File: config.mk
export PLATFORM = sky130hd
export DESIGN_NAME = control_unit
export DESIGN_NICKNAME = d
export VERILOG_FILES = /design/src/logic/cu_pkg.sv /design/src/logic/decode_if.sv /design/src/logic/control_unit.sv /design/src/logic/ctrl_sequencer.sv /design/src/logic/instr_decoder.sv
export VERILOG_INCLUDE_DIRS = /design/src /design/src/logic
export SDC_FILE = /design/constraint.sdc
export NUM_CORES = 1
export LEC_CHECK = 0
export BUFFER_PORTS_ARGS = -buffer_cell sky130_fd_sc_hd__buf_2
export CORE_MARGIN = 5
export CORE_UTILIZATION = 51
export DETAILED_ROUTE_END_ITERATION = 8
export PLACE_DENSITY_LB_ADDON = 0.08
export SLEW_MARGIN = 25
export SYNTH_ARGS = -nofsm -noshare
export SYNTH_HDL_FRONTEND = slang
export SYNTH_SLANG_ARGS = --single-unit
File: constraint.sdc
create_clock -name clk -period 1.95 [get_ports clk]
set_clock_uncertainty 0.1 [all_clocks]
set_input_delay 0.585 -clock clk [delete_from_list [all_inputs] [get_ports clk]]
set_output_delay 0.585 -clock clk [all_outputs]
set_load 0.02 [all_outputs]
File: src/logic/cu_defs.svh
// Control unit widths
// Instruction word layout, datapath and ALU select sizes
`ifndef CU_DEFS_SVH
`define CU_DEFS_SVH

// Instruction word
`define CU_INSTR_W     16   // Full instruction
`define CU_OPCODE_W    4    // Top nibble
`define CU_OPERAND_W   12   // Everything under the opcode

// Operand fields
`define CU_REG_ADDR_W  3    // Eight registers
`define CU_IMM_W       6    // Short immediate / address

// Datapath
`define CU_DATA_W      8    // Register and immediate width
`define CU_ALU_OP_W    4    // ALU function select

// Layout, MSB first
//   [15:12] opcode
//   [11:9]  reg1
//   [8:6]   reg2
//   [5:0]   imm6
// Opcode 1111 with all-zero operand is HALT, otherwise NOT

`endif
File: src/logic/cu_pkg.sv
// Control unit types
// Opcodes, ALU functions, branch kinds, FSM states and instruction views
`default_nettype none

`include "cu_defs.svh"

package cu_pkg;

    // Instruction opcodes
    typedef enum logic [`CU_OPCODE_W-1:0] {
        OP_LOADI    = 4'd0,   // Rd(reg1) = imm
        OP_ADD      = 4'd1,
        OP_SUB      = 4'd2,
        OP_AND      = 4'd3,
        OP_OR       = 4'd4,
        OP_XOR      = 4'd5,
        OP_STORE    = 4'd6,   // Mem[imm] = reg1
        OP_LOAD     = 4'd7,   // Rd(reg1) = Mem[imm]
        OP_SHL      = 4'd8,
        OP_SHR      = 4'd9,
        OP_MOV      = 4'd10,  // Rd(reg2) = reg1
        OP_CMP      = 4'd11,  // Flags only
        OP_JUMP     = 4'd12,
        OP_JZ       = 4'd13,
        OP_JNZ      = 4'd14,
        OP_NOT_HALT = 4'd15   // Split by operand value
    } opcode_e;

    // ALU function codes, as the ALU expects them
    typedef enum logic [`CU_ALU_OP_W-1:0] {
        ALU_ADD    = 4'd0,
        ALU_SUB    = 4'd1,
        ALU_AND    = 4'd2,
        ALU_OR     = 4'd3,
        ALU_XOR    = 4'd4,
        ALU_NOT    = 4'd5,
        ALU_SHL    = 4'd6,
        ALU_SHR    = 4'd7,
        ALU_PASS_A = 4'd12,  // Operand A straight through
        ALU_PASS_B = 4'd13   // Operand B (reg2 or immediate)
    } alu_op_e;

    // How the PC moves after an instruction
    typedef enum logic [1:0] {
        BR_NONE,        // Sequential
        BR_ALWAYS,      // JUMP
        BR_IF_ZERO,     // JZ
        BR_IF_NONZERO   // JNZ
    } branch_e;

    // Sequencer states
    typedef enum logic [1:0] {
        ST_FETCH,
        ST_DECODE,
        ST_EXECUTE,  // Conditional jumps only
        ST_HALT      // Sticky until reset
    } state_e;

    // Field view of the word
    typedef struct packed {
        opcode_e                    opcode;
        logic [`CU_REG_ADDR_W-1:0] reg1;
        logic [`CU_REG_ADDR_W-1:0] reg2;
        logic [`CU_IMM_W-1:0]      imm6;
    } instr_fields_t;

    // Opcode plus raw operand, used to tell HALT from NOT
    typedef struct packed {
        opcode_e                   opcode;
        logic [`CU_OPERAND_W-1:0] operand;
    } instr_split_t;

    typedef union packed {
        instr_fields_t fields;
        instr_split_t  split;
    } instr_u;

endpackage

`default_nettype wire

File: src/logic/decode_if.sv
// Decoded control bundle
// Carries one instruction's control set from the decoder to the sequencer
`timescale 1ns/1ps
`default_nettype none

`include "cu_defs.svh"

interface decode_if;

    cu_pkg::alu_op_e           alu_op;
    logic [`CU_REG_ADDR_W-1:0] reg1_addr;
    logic [`CU_REG_ADDR_W-1:0] reg2_addr;
    logic [`CU_REG_ADDR_W-1:0] reg_dest_addr;
    logic [`CU_DATA_W-1:0]     immediate;      // Zero-extended imm6
    logic                      use_immediate;  // ALU B from immediate
    logic                      reg_write;
    logic                      mem_write;
    logic                      mem_addr_sel;   // Address from immediate
    logic                      load_from_mem;  // Writeback from memory
    cu_pkg::branch_e           branch;
    logic                      is_halt;

    // Decoder side
    modport source (
        output alu_op, reg1_addr, reg2_addr, reg_dest_addr, immediate, use_immediate,
        output reg_write, mem_write, mem_addr_sel, load_from_mem, branch, is_halt
    );

    // Sequencer side
    modport sink (
        input alu_op, reg1_addr, reg2_addr, reg_dest_addr, immediate, use_immediate,
        input reg_write, mem_write, mem_addr_sel, load_from_mem, branch, is_halt
    );

endinterface

`default_nettype wire

File: src/logic/control_unit.sv
// CPU control unit top
// Decoder and sequencer joined through the decode bundle, plain ports outside
`timescale 1ns/1ps
`default_nettype none

`include "cu_defs.svh"

module control_unit (
    input  wire logic                      clk,
    input  wire logic                      rst,
    input  wire logic [`CU_INSTR_W-1:0]    instruction,      // From instruction memory
    input  wire logic                      zero_flag,        // From ALU
    output logic                           pc_enable,        // PC + 1
    output logic                           pc_load,          // PC = target
    output logic                           reg_write_enable,
    output logic                           mem_write_enable,
    output logic [`CU_ALU_OP_W-1:0]        alu_op,
    output logic [`CU_REG_ADDR_W-1:0]      reg1_addr,        // Source A
    output logic [`CU_REG_ADDR_W-1:0]      reg2_addr,        // Source B
    output logic [`CU_REG_ADDR_W-1:0]      reg_dest_addr,
    output logic [`CU_DATA_W-1:0]          immediate,
    output logic                           use_immediate,    // ALU B mux
    output logic                           mem_addr_sel,     // Data address from immediate
    output logic                           load_from_mem,    // Writeback mux
    output logic                           halt
);

    // Decoded control for the current word
    decode_if dec_bus ();

    instr_decoder u_decoder (
        .instruction (instruction),
        .dec         (dec_bus)
    );

    ctrl_sequencer u_sequencer (
        .clk              (clk),
        .rst              (rst),
        .dec              (dec_bus),
        .zero_flag        (zero_flag),
        .pc_enable        (pc_enable),
        .pc_load          (pc_load),
        .reg_write_enable (reg_write_enable),
        .mem_write_enable (mem_write_enable),
        .alu_op           (alu_op),
        .reg1_addr        (reg1_addr),
        .reg2_addr        (reg2_addr),
        .reg_dest_addr    (reg_dest_addr),
        .immediate        (immediate),
        .use_immediate    (use_immediate),
        .mem_addr_sel     (mem_addr_sel),
        .load_from_mem    (load_from_mem),
        .halt             (halt)
    );

endmodule

`default_nettype wire

File: src/logic/ctrl_sequencer.sv
// Control sequencer
// FETCH/DECODE/EXECUTE/HALT FSM, registers the control outputs and resolves branches
`timescale 1ns/1ps
`default_nettype none

`include "cu_defs.svh"

module ctrl_sequencer (
    input  logic                      clk,
    input  logic                      rst,
    decode_if.sink                    dec,
    input  logic                      zero_flag,        // From ALU, valid in EXECUTE
    output logic                      pc_enable,
    output logic                      pc_load,
    output logic                      reg_write_enable,
    output logic                      mem_write_enable,
    output logic [`CU_ALU_OP_W-1:0]   alu_op,
    output logic [`CU_REG_ADDR_W-1:0] reg1_addr,
    output logic [`CU_REG_ADDR_W-1:0] reg2_addr,
    output logic [`CU_REG_ADDR_W-1:0] reg_dest_addr,
    output logic [`CU_DATA_W-1:0]     immediate,
    output logic                      use_immediate,
    output logic                      mem_addr_sel,
    output logic                      load_from_mem,
    output logic                      halt
);

    cu_pkg::state_e  state;
    cu_pkg::branch_e branch_q;      // Branch kind kept from DECODE
    logic            branch_taken;

    // JZ jumps on zero, JNZ on nonzero
    assign branch_taken = (branch_q == cu_pkg::BR_IF_ZERO) ? zero_flag : ~zero_flag;

    always_ff @(posedge clk or posedge rst) begin
        if (rst) begin
            state            <= cu_pkg::ST_FETCH;
            branch_q         <= cu_pkg::BR_NONE;
            pc_enable        <= 1'b0;
            pc_load          <= 1'b0;
            reg_write_enable <= 1'b0;
            mem_write_enable <= 1'b0;
            mem_addr_sel     <= 1'b0;
            load_from_mem    <= 1'b0;
            alu_op           <= '0;
            reg1_addr        <= '0;
            reg2_addr        <= '0;
            reg_dest_addr    <= '0;
            immediate        <= '0;
            use_immediate    <= 1'b0;
            halt             <= 1'b0;
        end else begin
            // Strobes last one cycle
            pc_enable        <= 1'b0;
            pc_load          <= 1'b0;
            reg_write_enable <= 1'b0;
            mem_write_enable <= 1'b0;
            mem_addr_sel     <= 1'b0;
            load_from_mem    <= 1'b0;

            case (state)
                cu_pkg::ST_FETCH: begin
                    state <= cu_pkg::ST_DECODE;  // Word already on the bus
                end

                cu_pkg::ST_DECODE: begin
                    // Operand fields move only here
                    alu_op        <= dec.alu_op;
                    reg1_addr     <= dec.reg1_addr;
                    reg2_addr     <= dec.reg2_addr;
                    reg_dest_addr <= dec.reg_dest_addr;
                    immediate     <= dec.immediate;
                    use_immediate <= dec.use_immediate;
                    branch_q      <= dec.branch;

                    if (dec.is_halt) begin
                        halt  <= 1'b1;
                        state <= cu_pkg::ST_HALT;
                    end else if (dec.branch == cu_pkg::BR_IF_ZERO ||
                                 dec.branch == cu_pkg::BR_IF_NONZERO) begin
                        state <= cu_pkg::ST_EXECUTE;  // Wait one cycle for the flag
                    end else begin
                        reg_write_enable <= dec.reg_write;
                        mem_write_enable <= dec.mem_write;
                        mem_addr_sel     <= dec.mem_addr_sel;
                        load_from_mem    <= dec.load_from_mem;
                        pc_load          <= (dec.branch == cu_pkg::BR_ALWAYS);
                        pc_enable        <= (dec.branch != cu_pkg::BR_ALWAYS);
                        state            <= cu_pkg::ST_FETCH;
                    end
                end

                cu_pkg::ST_EXECUTE: begin
                    pc_load   <= branch_taken;
                    pc_enable <= ~branch_taken;  // Fall through
                    state     <= cu_pkg::ST_FETCH;
                end

                cu_pkg::ST_HALT: begin
                    state <= cu_pkg::ST_HALT;  // Only reset leaves
                end
            endcase
        end
    end

    // PC is either stepped or loaded, never both
    a_pc_onehot : assert property (@(posedge clk) disable iff (rst)
        !(pc_enable && pc_load))
        else $error("pc_enable and pc_load high together");

    // Halt is sticky
    a_halt_sticky : assert property (@(posedge clk) disable iff (rst)
        halt |=> halt)
        else $error("halt dropped without reset");

    // A FETCH edge never issues work
    a_fetch_quiet : assert property (@(posedge clk) disable iff (rst)
        (state == cu_pkg::ST_FETCH) |=> !(pc_enable || pc_load || reg_write_enable ||
                                          mem_write_enable || mem_addr_sel || load_from_mem))
        else $error("strobe raised after a FETCH edge");

endmodule

`default_nettype wire

File: src/logic/instr_decoder.sv
// Instruction decoder
// Combinational opcode table, 16-bit word to control bundle
`timescale 1ns/1ps
`default_nettype none

`include "cu_defs.svh"

module instr_decoder (
    input  cu_pkg::instr_u instruction,  // Held stable by the fetch stage
    decode_if.source       dec
);

    cu_pkg::instr_fields_t f;
    logic                  operand_zero;

    assign f            = instruction.fields;
    assign operand_zero = (instruction.split.operand == '0);  // HALT marker

    always_comb begin
        // Safe defaults, no writes, no branch
        dec.alu_op        = cu_pkg::ALU_ADD;
        dec.reg1_addr     = f.reg1;
        dec.reg2_addr     = f.reg2;
        dec.reg_dest_addr = '0;
        dec.immediate     = {{(`CU_DATA_W - `CU_IMM_W){1'b0}}, f.imm6};
        dec.use_immediate = 1'b0;
        dec.reg_write     = 1'b0;
        dec.mem_write     = 1'b0;
        dec.mem_addr_sel  = 1'b0;
        dec.load_from_mem = 1'b0;
        dec.branch        = cu_pkg::BR_NONE;
        dec.is_halt       = 1'b0;

        case (f.opcode)
            cu_pkg::OP_LOADI: begin
                dec.reg_dest_addr = f.reg1;          // reg1 is the target here
                dec.reg1_addr     = '0;              // R0 reads as zero
                dec.alu_op        = cu_pkg::ALU_PASS_B;
                dec.use_immediate = 1'b1;
                dec.reg_write     = 1'b1;
            end
            cu_pkg::OP_ADD: begin
                dec.reg_dest_addr = f.reg2;
                dec.alu_op        = cu_pkg::ALU_ADD;
                dec.reg_write     = 1'b1;
            end
            cu_pkg::OP_SUB: begin
                dec.reg_dest_addr = f.reg2;
                dec.alu_op        = cu_pkg::ALU_SUB;
                dec.reg_write     = 1'b1;
            end
            cu_pkg::OP_AND: begin
                dec.reg_dest_addr = f.reg2;
                dec.alu_op        = cu_pkg::ALU_AND;
                dec.reg_write     = 1'b1;
            end
            cu_pkg::OP_OR: begin
                dec.reg_dest_addr = f.reg2;
                dec.alu_op        = cu_pkg::ALU_OR;
                dec.reg_write     = 1'b1;
            end
            cu_pkg::OP_XOR: begin
                dec.reg_dest_addr = f.reg2;
                dec.alu_op        = cu_pkg::ALU_XOR;
                dec.reg_write     = 1'b1;
            end
            cu_pkg::OP_STORE: begin
                dec.mem_write    = 1'b1;   // reg1 data to Mem[imm]
                dec.mem_addr_sel = 1'b1;
            end
            cu_pkg::OP_LOAD: begin
                dec.reg_dest_addr = f.reg1;
                dec.reg1_addr     = '0;
                dec.alu_op        = cu_pkg::ALU_PASS_A;  // Result unused, data comes from memory
                dec.mem_addr_sel  = 1'b1;
                dec.load_from_mem = 1'b1;
                dec.reg_write     = 1'b1;
            end
            cu_pkg::OP_SHL: begin
                dec.reg_dest_addr = f.reg2;
                dec.alu_op        = cu_pkg::ALU_SHL;
                dec.reg_write     = 1'b1;
            end
            cu_pkg::OP_SHR: begin
                dec.reg_dest_addr = f.reg2;
                dec.alu_op        = cu_pkg::ALU_SHR;
                dec.reg_write     = 1'b1;
            end
            cu_pkg::OP_MOV: begin
                dec.reg_dest_addr = f.reg2;              // reg1 is the source
                dec.alu_op        = cu_pkg::ALU_PASS_A;
                dec.reg_write     = 1'b1;
            end
            cu_pkg::OP_CMP: begin
                dec.alu_op = cu_pkg::ALU_SUB;  // Flags only, result dropped
            end
            cu_pkg::OP_JUMP: begin
                dec.branch = cu_pkg::BR_ALWAYS;
            end
            cu_pkg::OP_JZ, cu_pkg::OP_JNZ: begin
                // reg1 - 0 drives the zero flag for the execute step
                dec.alu_op        = cu_pkg::ALU_SUB;
                dec.use_immediate = 1'b1;
                dec.immediate     = '0;
                dec.branch        = (f.opcode == cu_pkg::OP_JZ) ? cu_pkg::BR_IF_ZERO
                                                                : cu_pkg::BR_IF_NONZERO;
            end
            cu_pkg::OP_NOT_HALT: begin
                if (operand_zero) begin
                    dec.is_halt = 1'b1;
                end else begin
                    dec.reg_dest_addr = f.reg2;
                    dec.alu_op        = cu_pkg::ALU_NOT;
                    dec.reg_write     = 1'b1;
                end
            end
        endcase
    end

    // A halting word must never commit anything
    always_comb begin
        a_halt_no_write : assert final (!(dec.is_halt && (dec.reg_write || dec.mem_write)))
            else $error("HALT decoded with a write enable set");
    end

endmodule

`default_nettype wire

==> results.ini <==
[die]
die_w_um = 66.9
start_util_pct = 53.6
die_height_um = 66.9
io_pins = 48
core_area_um2 = 3080
rows = 20
dieArea_um2 = 4470

[clock_tree]
clk_pin_slew_ns = 0.09
cts_sinks = 31
cts_setup_buffers = 0
htreeDepth = 2
cts_made_buffers = 5
clockRootBuffer = clkbuf_4
clk_latency_ns = 0.32
clock_path_buffers = 2
post_cts_resize_count = 0
cts_hold_buf = 0
cts_tree = built

[drt]
routed_wl_um = 3940
drt_iter0_drc = 44
ant_nets = 0
wl_per_cell_um = 14.5
drc = 0
vias_per_cell = 5.25
via_count = 1427
drt_first_pass_iters = 4

[timing]
clock.fmax_mhz = 598
finalMaxSlewViolations = 0
fin_crit_sh_pct = 85.7
finalHoldViolations = 0
setup_viol = 0
period_needed_ns = 1.67
worst_slack_ns = 0.279
rsz0062_at_grt = no

[final_layout]
nNetsFinal = 250
utilization_pct = 66.8
fillCellCount = 274
finalInstanceArea_um2 = 2060
area_growth_pct = 24.6
fin_cells = 272
final_layout_size_suffix_gt1_share_pct = 34.6
antennaDiodeCount = 0

[synthesis]
synth_most_common_cell = dfrtp_1
avgSynthCellArea_um2 = 9.77
ys.flop_type = dfrtp_1
synth_compound_area_share_pct = 21.2
yosys.area.top_type = dfrtp_1
synthTopCellsByArea = dfrtp_1 47%, o2bb2ai_1 5.8%, nand2_1 4.3%
synth_seq_cells = 31
synth.distinct_cells = 45
netlist.area_leader.share_pct = 47.0
synth_top_family_by_area = compound AO/OA/AOI/OAI gates
synth_cells = 169
ys_warn_count = 0
synthXorXnorAreaFrac_pct = 1.59
syn-cell-area_um2 = 1650
synth.area.mux_share_pct = 3.41
netlist_top_cells_count = 31 x dfrtp_1, 19 x nand2_1, 13 x inv_1
synth-edff-count = 0
synth-async-reset-ratio_pct = 100
synthSimpleGateAreaFrac_pct = 15.2
ys_seq_area_share_pct = 47.0
synthAdderAreaFrac_pct = 3.64

[grt]
grt_start_max_net_pins = 32
track_usage_pct = 19.7
antenna_found_initial = 0
grt_remaining_overflow = 0
grt_pass1_wl_um = 6590
first_global_vias = 1439

[power]
power_density_nw_per_um2 = 557
power_w = 0.00114
vdd_ir_drop_max_uv = 402
cellLeakagePower_nw = 1.05

[worst_hold_path]
hp-class = in -> async

[setup_path]
critical-path-slowest-cell = nor4_1
crit_path_end_kind = flop
crit_type = in -> reg
critPathLaunchType = primary input
cp_max_fo = 5
crit_chain = buf_2, nor4_1, buf_4, a31oi_1, a211oi_1, o32ai_1
cp_slowest_stage_delay_ns = 0.35
cp.required_ns = 2.06
arrival_ns = 1.78

[run_status]
status = completed

[place]
place_inst = 264
post-place-ws_ns = -0.0977
placed_area_um2 = 2010
gp_congestion = 0.789
dpl.hpwl_um = 3010
port_buffers = 45

[flow_run]
cap_violations = 0

kinds of logic after synthesis:
group	count (synthesis)
adders and majority gates	5
xor gates and xnor gates	3
other	1
and+or+nand+nor	50
DFF	31
muxes	5
buffers and inverters	28
AOI/OAI and AO/OA	46
per-stage QoR:
stage / setup TNS [ns] / hold slack [ns]
finish: 0 / 0.212
global route: 0 / 0.259
CTS: 0 / 0.218
detailed placement: -0.326 / 0.347
global placement: -0.326 / 0.347
floorplan: 0 / 0.373
sequential cells by signal, indices dropped and copies added (netlist names):
signal                        flops
u_sequencer.immediate             6
u_sequencer.pc_load               1
u_sequencer.state                 2
u_sequencer.use_immediate         1
u_sequencer.halt                  1
u_sequencer.mem_addr_sel          1
u_sequencer.mem_write_enable      1
u_sequencer.reg2_addr             3
u_sequencer.reg1_addr             3
u_sequencer.reg_dest_addr         3
u_sequencer.alu_op                4
u_sequencer.load_from_mem         1
u_sequencer.branch_q              2
u_sequencer.reg_write_enable      1
u_sequencer.pc_enable             1
worst paths after layout:
check	end	cells past startpoint	slack, ns	from
max reg2reg	u_sequencer.reg_dest_addr[0]	6	0.38	u_sequencer.state[1]
min in group clk	u_sequencer.halt	1	0.37	u_sequencer.halt
min	u_sequencer.immediate[0]	3	0.21	rst
max in group asynchronous	u_sequencer.use_immediate	3	1.27	rst
min reg2reg	u_sequencer.halt	1	0.37	u_sequencer.halt
max	u_sequencer.reg_dest_addr[0]	6	0.28	instruction[7]
placed cells by master, fill, tap and decap left out, types with 2 or more instances in the layout:
| cell | count |
|---|---|
| inv_1 | 13 |
| clkbuf_1 | 2 |
| nor4_1 | 5 |
| dfrtp_1 | 31 |
| nand2b_1 | 3 |
| xor2_1 | 2 |
| o32ai_1 | 2 |
| and3_1 | 2 |
| a211oi_1 | 4 |
| conb_1 | 2 |
| buf_4 | 20 |
| clkbuf_4 | 5 |
| nand3_1 | 2 |
| o21ai_0 | 6 |
| nor2b_1 | 2 |
| nand2_1 | 19 |
| o211ai_1 | 2 |
| mux2_2 | 5 |
| ha_1 | 4 |
| o22ai_1 | 2 |
| o2bb2ai_1 | 11 |
| buf_2 | 45 |
| nor3_1 | 3 |
| a21oi_1 | 7 |
| a31oi_1 | 2 |
| nor2_1 | 8 |
where the power goes:
part	internal, W	switching [W]
registers	0.000642	0
logic	0.0000602	0.0000852
clock network	0.000140	0.000216
worst max-delay path: cells and delay by family:
family                 cells  cell delay [ns]
buffers and inverters      2             0.28
AO/OA/AOI/OAI              3             0.57
AND/OR/NAND/NOR            1             0.35
per-layer routing:
metal	global-route usage (%)	share of wire [%]	up-vias
met5	0	0	-
met4	5.57	1.1	0
met3	4.89	5.2	6
met2	33.5	49	39
met1	24.6	45	669
li1	-	-	713
final cells by class:
class,count,area (um2),area share (%)
Timing Repair Buffer,65,375,18.3
Clock buffer,7,45.0,2.19
Clock inverter,1,5.00,0.243
Tap cell,44,55.1,2.68
Inverter,13,48.8,2.37
Sequential cell,31,776,37.7
Multi-Input combinational cell,111,751,36.5
Note: power is estimated with default switching activity, not from simulation.
